$ cat config.mk
export PLATFORM = sky130hd
export DESIGN_NAME = kszBusTop
export DESIGN_NICKNAME = d
export VERILOG_FILES = /design/src/verilog/kszPkg.sv /design/src/verilog/hostCmdDecode.sv /design/src/verilog/kszBusCtrl.sv /design/src/verilog/kszBusTop.sv /design/src/verilog/syncFifo.sv
export SDC_FILE = /design/constraint.sdc
export NUM_CORES = 1
export LEC_CHECK = 0
export ABC_AREA = 1
export BUFFER_PORTS_ARGS = -buffer_cell sky130_fd_sc_hd__buf_2
export CORE_AREA = 2 2 185 187
export DETAILED_ROUTE_END_ITERATION = 7
export DIE_AREA = 0 0 187 189
export PLACE_DENSITY = 0.7
export SYNTH_ARGS = -nofsm -noshare
export SYNTH_HDL_FRONTEND = slang
export SYNTH_SLANG_ARGS = --single-unit
export TNS_END_PERCENT = 1
$ cat constraint.sdc
create_clock -name sysclk -period 3.1 [get_ports sysclk]
set_input_delay 0.31 -clock sysclk [delete_from_list [all_inputs] [get_ports sysclk]]
set_output_delay 0.31 -clock sysclk [all_outputs]
set_load 0.02 [all_outputs]
$ cat src/verilog/kszPkg.sv
/*
 * KSZ8851 bus master shared definitions
 * Host command word layout, the typed command and response records
 * and the operation kinds used between decoder, FIFOs and bus controller
 */

package kszPkg;

    // ------------------------------------------------------------------------
    // Host command word fields
    // ------------------------------------------------------------------------
    localparam int HostWordBits = 32;   // Width of one host command word

    localparam int RsvdMsb    = 31;     // Reserved field, must be zero
    localparam int RsvdLsb    = 28;
    localparam int DmaBit     = 27;     // Data access without address cycle
    localparam int ChipRstBit = 26;     // Pulse the chip reset pin
    localparam int WriteBit   = 25;     // 1 write, 0 read
    localparam int WordBit    = 24;     // 1 word (16 bit), 0 byte
    localparam int OffsMsb    = 23;     // Register offset
    localparam int OffsLsb    = 16;
    localparam int DataMsb    = 15;     // Write data
    localparam int DataLsb    = 0;

    // Kind of bus operation
    typedef enum logic [1:0] {
        opReg       = 2'd0,             // Address cycle then data cycle
        opDma       = 2'd1,             // Data cycle only
        opChipReset = 2'd2              // Reset pulse plus wake-up wait
    } kszOp_t;

    // Decoded command, 28 bits
    typedef struct packed {
        kszOp_t      op;
        logic        isWrite;
        logic        isWord;
        logic [7:0]  regAddr;           // Register offset 0x00-0xFF
        logic [15:0] data;              // Write data, ignored on reads
    } kszCmd_t;

    // Read result
    typedef struct packed {
        logic [15:0] rdData;            // Value sampled from the bus
        logic        wasDma;            // Came from a DMA read
    } kszRsp_t;

endpackage

$ cat src/verilog/hostCmdDecode.sv
/*
 * Host command decoder
 * Splits a 32-bit host word into a typed bus command.
 * Words with reserved bits set or odd word offsets are
 * accepted, dropped and recorded in a sticky error flag
 */

`timescale 1ns/1ps

module hostCmdDecode import kszPkg::*; (
    input  logic                    sysclk,
    input  logic                    reset,

    input  logic                    hostValid,
    input  logic [HostWordBits-1:0] hostWord,
    output logic                    hostReady,

    output logic                    cmdValid,
    output kszCmd_t                 cmd,
    input  logic                    cmdReady,

    output logic                    badCmd      // Sticky illegal word flag
);

    logic rsvdSet;      // Any reserved bit high
    logic oddWord;      // Word register access on odd offset
    logic illegal;

    // Field split, reset wins over DMA
    always_comb begin
        if (hostWord[ChipRstBit]) begin
            cmd.op = opChipReset;
        end else if (hostWord[DmaBit]) begin
            cmd.op = opDma;
        end else begin
            cmd.op = opReg;
        end
        cmd.isWrite = hostWord[WriteBit];
        cmd.isWord  = hostWord[WordBit];
        cmd.regAddr = hostWord[OffsMsb:OffsLsb];
        cmd.data    = hostWord[DataMsb:DataLsb];
    end

    assign rsvdSet = |hostWord[RsvdMsb:RsvdLsb];
    assign oddWord = (cmd.op == opReg) && cmd.isWord && cmd.regAddr[0];
    assign illegal = rsvdSet || oddWord;

    // Straight pass-through of the FIFO handshake
    assign hostReady = cmdReady;            // Illegal words drain at FIFO pace
    assign cmdValid  = hostValid && !illegal;

    // Error flag, set on the edge that swallows an illegal word
    always_ff @(posedge sysclk or negedge reset) begin
        if (!reset) begin
            badCmd <= 1'b0;
        end else if (hostValid && hostReady && illegal) begin
            badCmd <= 1'b1;
        end
    end

    // ------------------------------------------------------------------------
    // Checks
    // ------------------------------------------------------------------------
    // A stalled command must reach the FIFO unchanged
    cmdHeld: assert property (
        @(posedge sysclk) disable iff (!reset)
        cmdValid && !cmdReady |=> cmdValid && $stable(cmd)
    );

endmodule

$ cat src/verilog/kszBusCtrl.sv
/*
 * KSZ8851 bus controller
 * Runs one command at a time on the 16-bit multiplexed bus:
 * chip reset pulse and wake-up wait, address cycle with byte
 * enables, register and DMA reads and writes.
 * Read results leave on a valid/ready response port
 */

`timescale 1ns/1ps

module kszBusCtrl import kszPkg::*; #(
    parameter int ResetAssertCycles = 491520,   // ethRstn low time
    parameter int ResetWaitCycles   = 2097151   // Wait before first access
) (
    input  logic        sysclk,
    input  logic        reset,

    input  logic        cmdValid,
    input  kszCmd_t     cmd,
    output logic        cmdReady,

    output logic        rspValid,
    output kszRsp_t     rsp,
    input  logic        rspReady,

    output logic        chipReady,

    // Chip pins
    output logic        ethRstn,    // Chip reset, active low
    output logic        ethCmd,     // 1 address, 0 data
    output logic        ethRdn,     // Read strobe
    output logic        ethWrn,     // Write strobe
    output logic [15:0] sdOut,
    output logic        sdOe,
    input  logic [15:0] sdIn
);

    localparam int CntTop = (ResetAssertCycles > ResetWaitCycles) ?
                            ResetAssertCycles : ResetWaitCycles;
    localparam int CntW   = $clog2(CntTop + 1);

    typedef enum logic [3:0] {
        stResetAssert, stResetWait, stIdle,
        stAddrStart, stAddrHold, stAddrEnd,
        stWriteStart, stWriteHold, stWriteEnd,
        stReadStart, stReadHold, stReadEnd
    } state_t;

    state_t          state;
    logic [CntW-1:0] cnt;           // Reset timing
    logic            phase;         // Second cycle of two-cycle steps
    logic            accept;

    // Latched command
    logic            wrReg;
    logic            wordReg;
    logic            dmaReg;
    logic [7:0]      offsReg;
    logic [15:0]     dataReg;

    // ------------------------------------------------------------------------
    // Offset to bus address, 16-bit mode splits I/O space in 32-bit chunks
    // ------------------------------------------------------------------------
    function automatic logic [15:0] busAddr(input logic [7:0] offs, input logic word);
        logic [15:0] a;
        a       = '0;
        a[7:0]  = offs;
        a[12]   = (offs[1:0] == 2'd0);                              // BE0
        a[13]   = (!word && offs[1:0] == 2'd1) || (word && offs[1:0] == 2'd0);
        a[14]   = (offs[1:0] == 2'd2);                              // BE2
        a[15]   = (!word && offs[1:0] == 2'd3) || (word && offs[1:0] == 2'd2);
        return a;
    endfunction

    assign cmdReady  = (state == stIdle);
    assign chipReady = (state == stIdle);   // Idle only reached after wake-up
    assign accept    = cmdValid && cmdReady;
    assign sdOe      = ethRdn && ethRstn;   // Release bus while chip drives or sleeps

    // Control FSM
    always_ff @(posedge sysclk or negedge reset) begin
        if (!reset) begin
            state    <= stResetAssert;
            cnt      <= '0;
            phase    <= 1'b0;
            ethRstn  <= 1'b0;
            ethCmd   <= 1'b0;
            ethRdn   <= 1'b1;
            ethWrn   <= 1'b1;
            sdOut    <= '0;
            rspValid <= 1'b0;
        end else begin
            case (state)
                stResetAssert: begin
                    if (cnt == CntW'(ResetAssertCycles - 1)) begin
                        ethRstn <= 1'b1;        // Release chip
                        cnt     <= '0;
                        state   <= stResetWait;
                    end else begin
                        cnt <= cnt + 1'b1;
                    end
                end
                stResetWait: begin
                    if (cnt == CntW'(ResetWaitCycles - 1)) begin
                        cnt   <= '0;
                        state <= stIdle;
                    end else begin
                        cnt <= cnt + 1'b1;
                    end
                end
                stIdle: begin
                    if (accept) begin
                        phase <= 1'b0;
                        case (cmd.op)
                            opChipReset: begin
                                ethRstn <= 1'b0;
                                cnt     <= '0;
                                state   <= stResetAssert;
                            end
                            opDma: begin
                                ethCmd <= 1'b0;     // No address cycle
                                state  <= cmd.isWrite ? stWriteStart : stReadStart;
                            end
                            default: begin
                                ethCmd <= 1'b1;
                                state  <= stAddrStart;
                            end
                        endcase
                    end
                end

                // Address cycle, 6 cycles
                stAddrStart: begin
                    if (!phase) begin
                        sdOut <= busAddr(offsReg, wordReg);
                        phase <= 1'b1;
                    end else begin
                        ethWrn <= 1'b0;
                        phase  <= 1'b0;
                        state  <= stAddrHold;
                    end
                end
                stAddrHold: begin
                    phase <= !phase;
                    if (phase) state <= stAddrEnd;
                end
                stAddrEnd: begin
                    if (!phase) begin
                        ethWrn <= 1'b1;     // Chip latches address here
                        phase  <= 1'b1;
                    end else begin
                        ethCmd <= 1'b0;
                        phase  <= 1'b0;
                        state  <= wrReg ? stWriteStart : stReadStart;
                    end
                end

                // Write data, 4 cycles
                stWriteStart: begin
                    if (!phase) begin
                        sdOut <= dataReg;
                        phase <= 1'b1;
                    end else begin
                        ethWrn <= 1'b0;
                        phase  <= 1'b0;
                        state  <= stWriteHold;
                    end
                end
                stWriteHold: state <= stWriteEnd;
                stWriteEnd: begin
                    ethWrn <= 1'b1;
                    state  <= stIdle;
                end

                // Read data, 5 cycles unless the response stalls
                stReadStart: begin
                    ethRdn <= 1'b0;
                    state  <= stReadHold;
                end
                stReadHold: begin
                    phase <= !phase;
                    if (phase) state <= stReadEnd;
                end
                stReadEnd: begin
                    if (!phase) begin
                        rspValid <= 1'b1;   // Data captured this edge
                        phase    <= 1'b1;
                    end else if (rspReady) begin
                        rspValid <= 1'b0;
                        ethRdn   <= 1'b1;
                        phase    <= 1'b0;
                        state    <= stIdle;
                    end
                end
                default: state <= stResetAssert;
            endcase
        end
    end

    // Payload latches
    always_ff @(posedge sysclk) begin
        if (accept) begin
            wrReg   <= cmd.isWrite;
            wordReg <= cmd.isWord;
            dmaReg  <= (cmd.op == opDma);
            offsReg <= cmd.regAddr;
            dataReg <= cmd.data;
        end
        if (state == stReadEnd && !phase) begin
            rsp.rdData <= sdIn;     // Third cycle of ethRdn low
            rsp.wasDma <= dmaReg;
        end
    end

    // ------------------------------------------------------------------------
    // Strobe checks
    // ------------------------------------------------------------------------
    strobeExcl: assert property (
        @(posedge sysclk) disable iff (!reset) ethRdn || ethWrn
    );
    wrnWidth: assert property (
        @(posedge sysclk) disable iff (!reset) $fell(ethWrn) |=> !ethWrn
    );

endmodule

$ cat src/verilog/kszBusTop.sv
/*
 * KSZ8851 bus master top
 * Host words go through the decoder into a command FIFO,
 * the bus controller executes them in order and read
 * results come back through a response FIFO
 */

`timescale 1ns/1ps

module kszBusTop import kszPkg::*; #(
    parameter int CmdDepth          = 8,
    parameter int RspDepth          = 4,
    parameter int ResetAssertCycles = 491520,
    parameter int ResetWaitCycles   = 2097151
) (
    input  logic                    sysclk,
    input  logic                    reset,

    // Host command stream
    input  logic                    hostValid,
    output logic                    hostReady,
    input  logic [HostWordBits-1:0] hostWord,

    // Read results
    output logic                    rspValid,
    input  logic                    rspReady,
    output kszRsp_t                 rsp,

    output logic                    chipReady,
    output logic                    badCmd,

    // Chip pins, bus split for an external resolver
    output logic                    ethRstn,
    output logic                    ethCmd,
    output logic                    ethRdn,
    output logic                    ethWrn,
    output logic [15:0]             sdOut,
    output logic                    sdOe,
    input  logic [15:0]             sdIn
);

    logic    cmdInValid;    // Decoder to command FIFO
    logic    cmdInReady;
    kszCmd_t cmdIn;
    logic    cmdOutValid;   // Command FIFO to controller
    logic    cmdOutReady;
    kszCmd_t cmdOut;
    logic    rspInValid;    // Controller to response FIFO
    logic    rspInReady;
    kszRsp_t rspIn;

    hostCmdDecode hostCmdDecode_i (
        .sysclk, .reset,
        .hostValid, .hostWord, .hostReady,
        .cmdValid (cmdInValid), .cmd (cmdIn), .cmdReady (cmdInReady),
        .badCmd
    );

    syncFifo #(.ItemT(kszCmd_t), .Depth(CmdDepth)) cmdFifo_i (
        .sysclk, .reset,
        .inValid  (cmdInValid),  .inData  (cmdIn),  .inReady  (cmdInReady),
        .outValid (cmdOutValid), .outData (cmdOut), .outReady (cmdOutReady)
    );

    kszBusCtrl #(
        .ResetAssertCycles (ResetAssertCycles),
        .ResetWaitCycles   (ResetWaitCycles)
    ) kszBusCtrl_i (
        .sysclk, .reset,
        .cmdValid (cmdOutValid), .cmd (cmdOut), .cmdReady (cmdOutReady),
        .rspValid (rspInValid),  .rsp (rspIn),  .rspReady (rspInReady),
        .chipReady,
        .ethRstn, .ethCmd, .ethRdn, .ethWrn,
        .sdOut, .sdOe, .sdIn
    );

    syncFifo #(.ItemT(kszRsp_t), .Depth(RspDepth)) rspFifo_i (
        .sysclk, .reset,
        .inValid  (rspInValid), .inData  (rspIn), .inReady  (rspInReady),
        .outValid (rspValid),   .outData (rsp),   .outReady (rspReady)
    );

endmodule

$ cat src/verilog/syncFifo.sv
/*
 * Synchronous FIFO
 * Circular buffer for any packed payload, valid/ready on both sides.
 * One cycle from write to output, push and pop together when full
 */

`timescale 1ns/1ps

module syncFifo #(
    parameter type ItemT = logic [15:0],    // Payload record
    parameter int  Depth = 4                // Number of entries
) (
    input  logic sysclk,
    input  logic reset,

    input  logic inValid,
    input  ItemT inData,
    output logic inReady,

    output logic outValid,
    output ItemT outData,
    input  logic outReady
);

    localparam int PtrW = (Depth > 1) ? $clog2(Depth) : 1;
    localparam int CntW = $clog2(Depth + 1);

    ItemT            mem [Depth];       // Storage, no reset
    logic [PtrW-1:0] wrPtr;
    logic [PtrW-1:0] rdPtr;
    logic [CntW-1:0] count;             // Occupancy
    logic [CntW-1:0] countNext;
    logic            notFull;           // Registered, low out of reset
    logic            push;
    logic            pop;

    // Pointer advance with wrap at Depth
    function automatic logic [PtrW-1:0] bump(input logic [PtrW-1:0] p);
        return (p == PtrW'(Depth - 1)) ? '0 : p + 1'b1;
    endfunction

    assign outValid = (count != '0);
    assign outData  = mem[rdPtr];
    assign pop      = outValid && outReady;
    assign inReady  = notFull || pop;   // Full but draining still takes one
    assign push     = inValid && inReady;

    always_comb begin
        countNext = count;
        case ({push, pop})
            2'b10:   countNext = count + 1'b1;
            2'b01:   countNext = count - 1'b1;
            default: countNext = count;     // Idle or both
        endcase
    end

    always_ff @(posedge sysclk or negedge reset) begin
        if (!reset) begin
            wrPtr   <= '0;
            rdPtr   <= '0;
            count   <= '0;
            notFull <= 1'b0;
        end else begin
            if (push) wrPtr <= bump(wrPtr);
            if (pop)  rdPtr <= bump(rdPtr);
            count   <= countNext;
            notFull <= (countNext != CntW'(Depth));
        end
    end

    always_ff @(posedge sysclk) begin
        if (push) mem[wrPtr] <= inData;     // Payload write
    end

    // ------------------------------------------------------------------------
    // Occupancy checks
    // ------------------------------------------------------------------------
    noOverflow: assert property (
        @(posedge sysclk) disable iff (!reset) count <= CntW'(Depth)
    );
    // Empty means the read pointer has caught up with the write pointer, never passed it
    noUnderflow: assert property (
        @(posedge sysclk) disable iff (!reset)
        count == '0 |-> rdPtr == wrPtr
    );

endmodule

### Word level (Yosys, flattened, before mapping)

Memory sizes are Yosys's and may differ from the RTL's.
Cells that the tools add are included.

* bits in writable memories: 292
* bits in registers: 111
* memories kept: 2
* output and inout bits: 42
* bits of input ports: 52
* word-level logic and storage cells: 183

* add/sub/neg operators: 9
* reduce and logical (&&, ||, !) cells: 48
* mux-type cells: 54
* eq/ne operators: 45

Memories
* cmdFifo_i.mem: depth 8, width 28, read ports 1, clocked after Yosys merged registers in 0, write ports 1, line syncFifo.sv:28 `ItemT mem [Depth];`
* rspFifo_i.mem: depth 4, width 17, read ports 1, clocked after Yosys merged registers in 0, write ports 1, line syncFifo.sv:28

Operator list (count)
* 2-to-1 mux 21 bit: 4
* case mux 21 bit (3 select lines): 1
* 2-to-1 mux 4 bit: 12
* case mux 4 bit (12 select lines): 1
* 2-to-1 mux 16 bit: 2
* case mux 16 bit (2 select lines): 1
* inequality test 2 x 1 -> 1 bit, second input constant: 11
* adder 21 x 1 -> 21 bit, second input constant: 1
* equality test 21 x 19 -> 1 bit, second input constant: 1
* equality test 21 bit, second input constant: 1
* 2-to-1 mux 1 bit: 19
* equality test 4 x 3 -> 1 bit, second input constant: 4
* equality test 4 bit, second input constant: 4
* case mux 4 bit (2 select lines): 2
* logical AND 1 bit: 15
* equality test 2 bit, second input constant: 7
* inequality test 2 bit, second input constant: 6
* AND reduction 3 bit: 4
* AND reduction 10 bit: 1
* adder 3 x 1 -> 3 bit, second input constant: 3
* nonzero test 3 bit: 3
* equality test 2 x 1 -> 1 bit, second input constant: 4
* equality test 4 x 2 -> 1 bit, second input constant: 2
* case mux 1 bit (2 select lines): 4
* other kinds (24): 43

### Depth between registers and ports, before layout

Gate-level depths: netlist of run 1.

* depth after elaboration: 12
* mapped depth: 19

### Cells and area by module

From an unflattened synthesis of run 1, not the netlist that was laid out.

* cell total of the unflattened synthesis: 1553
* area total of the unflattened synthesis: 17277.8 um^2

By module, submodules not included
* syncFifo at cmdFifo_i: times used 1, sequential area each 7001.7 um^2, area an instance 9625.5 um^2, cells an instance 820
* kszBusCtrl: times used 1, sequential area each 2499.9 um^2, area an instance 4245.3 um^2, cells an instance 459
* syncFifo at rspFifo_i: times used 1, sequential area each 2242.2 um^2, area an instance 3093.0 um^2, cells an instance 224
* hostCmdDecode: times used 1, sequential area each 25.0 um^2, area an instance 314.1 um^2, cells an instance 50

### Worst setup path after synthesis of run 1

Ideal clock, no wire load.

* kind: register to register
* start point: register kszBusCtrl_i.state[0]
* end point: memory cmdFifo_i.mem[1][0] in the netlist's numbering (enable)
* data arrival time: 2712 ps
* path slack: -25 ps
* clock period less this slack: 3125 ps
* cell stages (with the launch flop): 9
* setup time: 413 ps
* path buffers: 0
* cells stage by stage: dfrtp_1 > inv_1 > nand2_2 > nor2_8 > nand2_4 > inv_4 > or2_4 > nand3_1 > nor2_1

* cells in the longest elaborated chain, start to end: 6

RTL lines
* start: declaration: line kszBusCtrl.sv:49 `state_t state;`
* start signal: assignment: line kszBusCtrl.sv:83 `state <= stResetAssert;`
* start signal: assignment: line kszBusCtrl.sv:98 `state <= stResetWait;`
* start signal: assignment: line kszBusCtrl.sv:106 `state <= stIdle;`
* equality test 4 x 2 -> 1 bit
* net chipReady: line kszBusTop.sv:29 `output logic chipReady,`
* logical AND 1 bit: line syncFifo.sv:44 `assign pop = outValid && outReady;`
* net cmdFifo_i.pop: line syncFifo.sv:35 `logic pop;`
* logical OR 1 bit: line syncFifo.sv:45 `assign inReady = notFull || pop;`
* net hostReady: line kszBusTop.sv:21 `output logic hostReady,`
* logical AND 1 bit: line syncFifo.sv:46 `assign push = inValid && inReady;`
* 2-to-1 mux 1 bit: line syncFifo.sv:72 `if (push) mem[wrPtr] <= inData;`
* 2-to-1 mux 1 bit (implied by the code): line syncFifo.sv:72
* end: declaration: line syncFifo.sv:28

The timed path passes the listed nets, and every way through them passes these cells.

### Worst setup path after layout of run 1

* start point: register cmdFifo_i.rdPtr[0]
* end point: register kszBusCtrl_i.cnt[3]

* cells in the longest elaborated chain, start to end: 4

RTL lines
* start: declaration: line syncFifo.sv:30 `logic [PtrW-1:0] rdPtr;`
* start signal: assignment: line syncFifo.sv:65 `if (pop) rdPtr <= bump(rdPtr);`
* memory (8 x 28 bit)
* equality test 2 bit: line kszBusCtrl.sv:114 `case (cmd.op)`
* inequality test 2 bit (no line)
* AND reduction 3 bit (no line)
* end signal: assignment: line kszBusCtrl.sv:100 `cnt <= cnt + 1'b1;`
* end signal: assignment: line kszBusCtrl.sv:108 `cnt <= cnt + 1'b1;`
* end: declaration: line kszBusCtrl.sv:50 `logic [CntW-1:0] cnt;`

Every way passes these cells.
A chain may end at the register's enable or synchronous reset.

==> results of run 1 <==
==> state kept, by name (all words and copies together), names as in the netlist, 3 cells and up <==
register	cells
rspFifo_i.mem	68
kszBusCtrl_i.state	4
kszBusCtrl_i.rsp	17
cmdFifo_i.count	4
cmdFifo_i.wrPtr	3
rspFifo_i.count	3
kszBusCtrl_i.dataReg	16
kszBusCtrl_i.sdOut	16
kszBusCtrl_i.offsReg	8
cmdFifo_i.rdPtr	3
kszBusCtrl_i.cnt	21
cmdFifo_i.mem	224
==> worst min-delay path by stage <==
stage | slack, ns | start | to | depth (start not counted)
after floorplan | 0.01 | reset | cmdFifo_i.count[0] | 0
after global placement | 0.43 | reset | rspFifo_i.rdPtr[1] | 1
after detailed placement | 0.45 | reset | rspFifo_i.rdPtr[1] | 1
after CTS | 0.006 | hostWord[23] | cmdFifo_i.mem[5][23] | 1
after global routing | 0.02 | hostWord[17] | cmdFifo_i.mem[6][17] | 1
final | 0.02 | hostWord[23] | cmdFifo_i.mem[5][23] | 1
==> metrics by stage <==
stage	instance area, um^2	util, %
final	19100	57.5
after global routing	19100	57.5
after CTS	19100	57.5
after detailed placement	17500	52.7
after global placement	17500	52.7
after floorplan	16500	-
==> layer usage <==
| layer | global-route usage (%) | share of wire, % | vias up |
|---|---|---|---|
| met5 | 0 | 0.031 | - |
| met4 | 6.96 | 3.0 | 2 |
| met3 | 3.24 | 5.2 | 65 |
| met2 | 34.3 | 49 | 275 |
| met1 | 25.5 | 42 | 5212 |
| li1 | - | - | 5137 |
==> synth_stat cells, drive strengths merged (4+ instances only) <==
library cell / number / area, um^2
a21oi: 15 / 82.6
a31oi: 34 / 213
buf: 24 / 140
clkbuf: 35 / 131
dfrtp: 65 / 1630
edfxtp: 336 / 10100
ha: 17 / 213
inv: 91 / 349
nand2: 172 / 686
nand3: 33 / 178
nand4: 11 / 68.8
nor2: 305 / 1200
nor3: 11 / 80.1
o21ai: 164 / 825
o22ai: 47 / 294
or2: 4 / 27.5
xor2: 12 / 105
==> power groups by stage <==
| stage | Clock, W | Combinational, W | Sequential, W |
|---|---|---|---|
| 4_1_cts | 0.00515 | 0.00176 | 0.00650 |
| 6_report | 0.00507 | 0.00174 | 0.00650 |
| 5_1_grt | 0.00537 | 0.00195 | 0.00653 |
| 3_3_place_gp | 0 | 0.00168 | 0.00659 |
| 3_5_place_dp | 0 | 0.00174 | 0.00661 |
| 2_1_floorplan | 0 | 0.00113 | 0.00655 |
==> layout make-up <==
class / instances / area [um^2]
clock inverter: 22 / 277
multi-input combinational: 842 / 4160
clock buffer: 55 / 1140
antenna: 1 / 2.50
timing repair buffer: 134 / 853
fill: 2669 / 14200
sequential: 403 / 11800
inverter: 92 / 353
tap: 448 / 561
==> cell families after synthesis <==
| family | Yosys count | share of synthesized area, % |
|---|---|---|
| flip-flops | 403 | 71.3 |
| AO/OA/AOI/OAI | 269 | 9.01 |
| adder cells (fa/ha/maj) | 18 | 1.41 |
| buffers and inverters | 151 | 3.78 |
| AND/OR/NAND/NOR | 541 | 13.8 |
| XOR/XNOR | 14 | 0.743 |
==> what timing repair did <==
action / 4_1_cts / 5_1_grt
buffers inserted: 0 / 0
hold buffers: 17 / 0
endpoints found under the hold margin: 45 / 0
setup endpoints to repair: 0 / 0
==> metrics.txt, run 1 <==
Post-CTS Resized=0; Psw=0.00343 W; largest net degree at the start of global routing=93; count of cell types in the netlist=47; 1st-iter DRT viols=698; startpoint types=flip-flop; Post-Synthesis Cells=1396; first-pass GRT wire length=55300 um; CP arrival=3.21 ns; status=finished, final reports clean; placed cells=1902; H-tree depth=2; highest-delay cell along the critical path=dfrtp_4; FF-to-FF End=kszBusCtrl_i.cnt[3]; Setup Viol. Count Final=0; pre-CTS WS=0.304 ns; worst-margin pin slew=1.07 ns; Non-Filler Instances=1997; Peak supply drop=0.579 mV; critical path, cell by cell=buf_4 > o21ai_0 > o22ai_1 > inv_1 > o21ai_0 > ha_1 > inv_1 > nand2_4 > nand2_2 > nor2_4 > nand3_4 > inv_6 > nor2_2; Syn Nets=1466; commonest non-fill, non-tap cell in the layout=edfxtp_1; Comb pwr share=13.1%; # DRC=0; slowest stage delay, CP=0.45 ns; CTS tree=yes; CP Max Fanout=31; Net Sw Frac=25.8%; 1st-pass router iterations=5; cell count of the worst reg-to-reg path=13; total design power=0.0133 W; cell internal pwr=0.00988 W; post-synthesis average cell area=11.8 um^2; Die Y=189 um; area added between synthesis and finish=15.8%; initial core utilization=49.6%; Final min period=2.79 ns; worst hold path class=in2reg; fmax=0.359 GHz; Main synth FF type=edfxtp_1; WP depth=13; post-synthesis sequential area ratio=71.3%; layout cell share with drive strength beyond 1=15.2%; synth warn=0; Final Cycle Share=89.9%; Post-DRT Antenna Nets=0; GRT overflow=0; P_leak=7.42 nW; total die area=0.0353 mm^2; CTS Buffer Depth=3; synthesized area=0.0165 mm^2; final hold violation count=0; root buffer cell=clkbuf_16; drt wl/cell=17.7 um; number of global-route vias before repair=10300; Critical Path Start=cmdFifo_i.rdPtr[0]; Global Route Usage Sum=19.8%; clock sinks=403; critical path endpoint category=flip-flop; antenna violations before repair=3; hold_ws=0.0202 ns; Flop pwr share=48.8%; TritonCTS buffer count=42; Setup crit end=kszBusCtrl_i.cnt[3]; total core area=0.0333 mm^2; Max-Cap Viols=0; CTS clk-pin slew, worst paths=0.06 ns; I/O pins=94; Critical Setup Path Class=reg2reg; DR vias=10700; async set-reset flop share out of synthesis=16.6%; Top delay family on crit path=simple AND/OR/NAND/NOR gates; Port Buf Inserts=93; Max Slew Vio Count=0; Slew headroom=28.8%; skew final=0.0236 ns; row cnt=67; Worst R2R Start=cmdFifo_i.rdPtr[0]; Via density=5.35; nets=1585; number of synthesized flops with an enable pin=336; GP Congestion=0.802; setup TNS=0 ns; R2R setup slack=0.31 ns; unrepaired setup endpoints after global routing=false; Pwr Density=696 mW/mm^2; dpl hpwl=20400 um; worst-skew pair later-pin latency=0.55 ns; Worst Path Required=3.53 ns; DIE WIDTH=187 um; setup ws final=0.314 ns; Clk pwr share=38.1%; Synth Register Bits=403; commonest non-fill, non-tap cells in the layout=336 x edfxtp_1, 286 x nor2_1, 163 x o21ai_0; buffers plus inverters on the worst setup path=4; Detailed Route WL=35300 um
(Power assumes the default switching activity.)
==> inputs of run 2 (changes only) <==
- BUFFER_PORTS_ARGS: -buffer_cell sky130_fd_sc_hd__buf_2 -> -buffer_cell sky130_fd_sc_hd__clkbuf_2
==> run 2 against run 1 <==
Critical path depth is the same; highest routed layer unchanged; maximum frequency is 0.37% higher; largest power group unchanged; routed wire length down 0.65%; largest cell class unchanged.
==> metrics.txt, run 2 (synthesis gave the netlist of run 1 again) <==
CTS tree=yes; number of global-route vias before repair=10500 (+1.3%); Die Y=189 um (unchanged); H-tree depth=2 (unchanged); Global Route Usage Sum=20.1% (+0.27 points); layout cell share with drive strength beyond 1=14.8% (-0.44 points); P_leak=7.34 nW (-1.1%); Setup Viol. Count Final=0 (unchanged); total core area=0.0333 mm^2 (unchanged); CP arrival=3.21 ns (about the same); 1st-pass router iterations=5 (unchanged); Max Slew Vio Count=0 (unchanged); status=finished, final reports clean; Final Cycle Share=89.5% (-0.33 points); design area=0.0189 mm^2 (-0.97%); hold_ws=0.0277 ns (+0.00756 ns); Critical Setup Path Class=reg2reg; nets=1585 (unchanged); worst-skew pair later-pin latency=0.55 ns (about the same); Psw=0.00339 W (-1.3%); initial core utilization=49.6% (unchanged); CP Max Fanout=30 (-3.2%); CTS Buffer Depth=3 (unchanged); total design power=0.0129 W (-3.0%); DR vias=10700 (-0.24%); root buffer cell=clkbuf_16; Worst R2R Start=cmdFifo_i.rdPtr[0]; row cnt=67 (unchanged); fmax=0.360 GHz (+0.37%); cell internal pwr=0.00952 W (-3.6%); cell count of the worst reg-to-reg path=13 (unchanged); GP Congestion=0.877 (+9.3%); Max-Cap Viols=0 (unchanged); Slew headroom=39.9% (+11 points); total die area=0.0353 mm^2 (unchanged); critical path endpoint category=flip-flop; Worst Path Required=3.54 ns (about the same); Detailed Route WL=35100 um (-0.65%); Port Buf Inserts=93 (unchanged); top flop regs=cmdFifo_i.mem x224, rspFifo_i.mem x68, kszBusCtrl_i.cnt x21; Via density=5.34 (-0.19%); setup ws final=0.324 ns (+0.0102 ns); area added between synthesis and finish=14.7%; startpoint types=flip-flop; 1st-iter DRT viols=784 (+12%); R2R setup slack=0.32 ns (about the same); GRT overflow=0 (unchanged); DP Area=0.0175 mm^2 (-0.17%); first-pass GRT wire length=56200 um (+1.5%); post-CTS setup buffer count=0 (unchanged); # DRC=0 (unchanged); dpl hpwl=20400 um (-0.10%); # hold bufs at CTS=17 (unchanged); largest net degree at the start of global routing=95 (+2.2%); Post-CTS Resized=0 (unchanged); Most flops, register=cmdFifo_i.mem; Pwr Density=682 mW/mm^2 (-2.0%); Flop pwr share=50.4% (+1.6 points); Final Core Density=56.9% (-0.56 points); DIE WIDTH=187 um (unchanged); I/O pins=94 (unchanged); final hold violation count=0 (unchanged); TritonCTS buffer count=41 (-2.4%); commonest non-fill, non-tap cell in the layout=edfxtp_1; Comb pwr share=13.5% (+0.4 points); worst hold path class=in2reg; antenna violations before repair=2 (-1); Post-DRT Antenna Nets=0 (unchanged); Largest register FFs=224 (unchanged); unrepaired setup endpoints after global routing=false; FF-to-FF End=kszBusCtrl_i.cnt[5]; skew final=0.0132 ns (-0.0103 ns); pre-CTS WS=0.344 ns (+0.0395 ns); clock sinks=403 (unchanged); Setup crit end=kszBusCtrl_i.cnt[5]; worst-margin pin slew=0.902 ns (-0.165 ns); Clk pwr share=36.1% (-2.0 points); Peak supply drop=0.507 mV (-12%); CTS clk-pin slew, worst paths=0.06 ns (about the same); Final min period=2.78 ns (-0.0102 ns); Critical Path Start=cmdFifo_i.rdPtr[0]; drt wl/cell=17.6 um (-0.60%); Net Sw Frac=26.3% (+0.45 points); commonest non-fill, non-tap cells in the layout=336 x edfxtp_1, 286 x nor2_1, 163 x o21ai_0
## run 2: cell types whose count changed in the layout (fill, tap and decap cells not counted)
cell | previous run | this run
buf_4 | 21 | 25
clkinv_8 | 2 | 0
buf_12 | 3 | 0
bufinv_16 | 5 | 2
clkbuf_2 | 0 | 92
clkbuf_1 | 9 | 14
clkinv_2 | 9 | 7
clkinv_16 | 1 | 0
buf_2 | 93 | 1
clkinv_1 | 6 | 7
inv_6 | 1 | 3
inv_16 | 0 | 1
clkbuf_8 | 4 | 2
clkbuf_16 | 42 | 41
## run 2: metrics by stage
stage	cells	setup TNS (ns)
finish	1996	0
global route	1996	0
CTS	1995	0
detailed placement	1903	0
global placement	1903	0
floorplan	1396	-2.83
## run 2: power by group through the flow
| stage | Clock, W | Sequential (W) | Combinational, W |
|---|---|---|---|
| finish | 0.00467 | 0.00651 | 0.00174 |
| global route | 0.00495 | 0.00655 | 0.00194 |
| CTS | 0.00475 | 0.00651 | 0.00176 |
| detailed placement | 0 | 0.00661 | 0.00174 |
| global placement | 0 | 0.00659 | 0.00169 |
| floorplan | 0 | 0.00655 | 0.00113 |
## run 2: cell type report
cell class	count	area [um^2]
fillers	2724	14300
clock buffers	57	1110
clock inverters	18	155
well taps	448	561
diodes	1	2.50
inverters	92	353
flip-flops and latches	403	11800
multi-input cells	842	4160
repair buffers	135	823
## run 2: critical path: stages, from the launching register on
cell	delay, ns
dfrtp_4	0.47
buf_4	0.32
nor2_1	0.10
o22ai_1	0.14
inv_1	0.05
o21ai_0	0.26
ha_1	0.20
inv_1	0.06
nand2_4	0.10
nand2_2	0.07
nor2_4	0.42
nand3_4	0.25
inv_6	0.18
nor2_2	0.05
## run 2: worst min-delay path by stage
stage	endpoint	startpoint	slack, ns	cells past startpoint
after global routing	hostCmdDecode_i.badCmd	hostValid	0.03	2
after floorplan	cmdFifo_i.count[0]	reset	0.01	0
final	hostCmdDecode_i.badCmd	hostValid	0.03	2
after global placement	rspFifo_i.rdPtr[0]	reset	0.42	1
after CTS	hostCmdDecode_i.badCmd	hostValid	0.01	2
after detailed placement	rspFifo_i.rdPtr[1]	reset	0.43	1
## run 2: metal layers
layer	track usage, %	vias up	share of wire (%)
met5	0	-	0.034
met2	33.9	287	48
met4	7.26	2	3.0
met1	26.2	5187	43
li1	-	5118	-
met3	3.87	71	6.2
==> inputs of run 3 (changes only) <==
- ABC_AREA: 1 -> not set
- CAP_MARGIN: not set -> 10
- CORE_AREA: 2 2 185 187 -> 2 2 183 185
- DIE_AREA: 0 0 187 189 -> 0 0 185 187
- PLACE_DENSITY: 0.7 -> 0.69
==> run 3 against run 2 <==
First-iteration DRC count down 22%; clock skew up 0.00084 ns; clock power about the same; largest cell class unchanged; global-route usage down 1.6 points; die area down 2.1%; utilization up 0.15 points; hold slack better by 0.0036 ns.
==> metrics.txt, run 3 <==
status=finished, final reports clean; row cnt=67 (unchanged); cell count of the worst reg-to-reg path=12 (-1); skew final=0.0141 ns (+0.000842 ns); number of synthesized flops with an enable pin=336 (unchanged); antenna violations before repair=0 (-2); GRT met3 Usage=3.80% (-0.077 points); Final Core Density=57.1% (+0.15 points); H-tree depth=2 (unchanged); Port Buf Inserts=93 (unchanged); cell internal pwr=0.0113 W (+19%); Top Usage Layer GRT=met2; Commonest cells post-synth=336 x edfxtp_1, 73 x mux4_2, 65 x dfrtp_1; count of cell types in the netlist=68 (+45%); slowest stage delay, CP=0.61 ns (+0.14 ns); root buffer cell=clkbuf_16; drt wl/cell=20.8 um (+18%); design area=0.0187 mm^2 (-1.0%); Main synth FF type=edfxtp_1; Yosys top cell area share=62.9% (+1.8 points); Clk pwr share=28.9% (-7.2 points); Hold Crit Depth=1 (-1); Max Slew Vio Count=0 (unchanged); Via density=5.47 (+2.3%); CTS Buffer Depth=3 (unchanged); highest-delay cell along the critical path=or4_4; Non-Filler Instances=1486 (-26%); Most flops, register=cmdFifo_i.mem; async set-reset flop share out of synthesis=16.6% (unchanged); GP Congestion=0.773 (-12%); top flop regs=cmdFifo_i.mem x224, rspFifo_i.mem x68, kszBusCtrl_i.cnt x21; critical path endpoint category=flip-flop; Final min period=2.93 ns (+0.151 ns); number of global-route vias before repair=8529 (-18%); 1st-iter DRT viols=614 (-22%); total die area=0.0346 mm^2 (-2.1%); CP Max Fanout=7 (-77%); P_leak=6.52 nW (-11%); layout cell share with drive strength beyond 1=29.6% (+15 points); most common cell in the synthesized netlist=edfxtp_1; CP arrival=3.34 ns (+0.13 ns); placed cells=1393 (-27%); synthesized area=0.0160 mm^2 (-2.8%); GRT overflow=0 (unchanged); commonest non-fill, non-tap cell in the layout=edfxtp_1; worst-margin pin slew=1.00 ns (+0.0990 ns); CTS tree=yes; DIE WIDTH=185 um (-1.1%); fmax=0.342 GHz (-5.2%); Post-DRT Antenna Nets=0 (unchanged); total core area=0.0329 mm^2 (-1.3%); Final Cycle Share=94.4% (+4.9 points); post-synthesis average cell area=18.6 um^2 (+57%); 1st-pass router iterations=5 (unchanged); area added between synthesis and finish=16.8%; DR vias=8126 (-24%); Net Sw Frac=30.3% (+4.1 points); buffers plus inverters on the worst setup path=1 (-3); Worst Path Required=3.51 ns (-0.03 ns); post-synthesis sequential area ratio=73.3% (+2.1 points); commonest non-fill, non-tap cells in the layout=336 x edfxtp_1, 92 x clkbuf_2, 73 x mux4_2; worst-skew pair later-pin latency=0.55 ns (about the same); ranking of synthesized cells by area=edfxtp_1 63%, mux4_2 10%, dfrtp_1 10%; Die Y=187 um (-1.1%); hold_ws=0.0314 ns (+0.00363 ns); Slew headroom=33.3% (-6.6 points); critical path, cell by cell=or4_4 > nand2_8 > inv_8 > o211ai_4 > ha_1 > xor2_1 > ha_1 > a21oi_1 > xor2_1 > nor2_1 > xor2_1 > or4b_1; Syn Nets=935 (-36%); GR met1 Demand/Resource=25.4% (-0.71 points); Synth Register Bits=403 (unchanged); Worst path most repeated cell=xor2_1; nets=1076 (-32%); Comb pwr share=27.4% (+14 points); startpoint types=flip-flop; Flop pwr share=43.6% (-6.8 points); unrepaired setup endpoints after global routing=false; I/O pins=94 (unchanged); Global Route Usage Sum=18.5% (-1.6 points); DP Area=0.0173 mm^2 (-1.3%); final hold violation count=0 (unchanged); largest net degree at the start of global routing=68 (-28%); dominant cell type by area after synthesis=edfxtp_1; CTS clk-pin slew, worst paths=0.06 ns (about the same); synth warn=0 (unchanged); initial core utilization=48.8% (-0.78 points); Psw=0.00492 W (+45%); Largest register FFs=224 (unchanged); Peak supply drop=0.573 mV (+13%); Detailed Route WL=30900 um (-12%); total design power=0.0162 W (+26%); Post-Synthesis Cells=865 (-38%); clock sinks=403 (unchanged); Setup Viol. Count Final=0 (unchanged); Top delay family on crit path=simple AND/OR/NAND/NOR gates; dpl hpwl=17400 um (-15%); worst hold path class=in2reg; TritonCTS buffer count=42 (+2.4%); met2 Use GR=30.2% (-3.7 points); Max-Cap Viols=0 (unchanged); # DRC=0 (unchanged); Critical Setup Path Class=reg2reg; Pwr Density=865 mW/mm^2 (+27%); number of diodes=0 (-1); WP depth=12 (-1); first-pass GRT wire length=48700 um (-13%)
run 3: changes by cell type after synthesis, sizes merged, moves of 21 or more:
cell / before / now
inv: 91 / 15
o21ai: 164 / 23
a31oi: 34 / 4
mux2: 0 / 31
xnor2: 2 / 23
nor2: 305 / 37
nand2: 172 / 45
o22ai: 47 / 2
mux4: 0 / 73
nand3: 33 / 6
run 3: logic make-up after synthesis:
group / after synthesis / share of synthesized area, %
flip-flops: 403 / 73.3
AND/OR/NAND/NOR: 168 / 5.49
multiplexers: 118 / 13.3
AO/OA/AOI/OAI: 72 / 3.16
buffers and inverters: 56 / 1.64
XOR/XNOR: 30 / 1.64
adder cells (fa/ha/maj): 18 / 1.45
run 3: cell type report:
type / count / area, um^2
multi-input cells: 406 / 4110
flip-flops and latches: 403 / 11800
inverters: 16 / 67.6
well taps: 448 / 561
clock inverters: 14 / 111
fillers: 2521 / 14100
clock buffers: 62 / 1180
repair buffers: 137 / 945
run 3: stage by stage:
stage / TNS [ns] / setup WS [ns]
finish: 0 / 0.173
global route: 0 / 0.00893
CTS: 0 / 0.121
detailed placement: 0 / 0.0255
global placement: 0 / 0.0730
floorplan: -18.51 / -0.190
run 3: per-layer routing:
| layer | routed length, um | up-vias |
|---|---|---|
| li1 | - | 3712 |
| met2 | 15400 | 188 |
| met5 | 0 | - |
| met3 | 1640 | 46 |
| met1 | 13300 | 4180 |
| met4 | 604 | 0 |
run 3: power by group through the flow:
stage          Combinational [W]  Sequential, W  Clock, W
3_5_place_dp             0.00448        0.00718         0
4_1_cts                  0.00452        0.00709   0.00483
3_3_place_gp             0.00442        0.00717         0
2_1_floorplan            0.00334        0.00709         0
5_1_grt                  0.00490        0.00715   0.00503
6_report                 0.00445        0.00708   0.00470
run 3: repair_timing:
action,in CTS,in global routing
resized for setup,0,3
hold endpoints to repair,81,0
setup endpoints to repair,0,1
hold buffers,17,0
buffers inserted,0,0
run 3: final timing paths:
check                                     from               endpoint  slack, ns
min in group asynchronous                reset  kszBusCtrl_i.sdOut[6]       0.46
max                         cmdFifo_i.count[1]      cmdFifo_i.notFull       0.17
min                                hostWord[9]    cmdFifo_i.mem[0][9]       0.03
max reg2reg                 cmdFifo_i.count[1]      cmdFifo_i.notFull       0.17
min reg2reg                kszBusCtrl_i.dmaReg    kszBusCtrl_i.rsp[0]       0.42
max in group asynchronous                reset     cmdFifo_i.rdPtr[0]       1.90
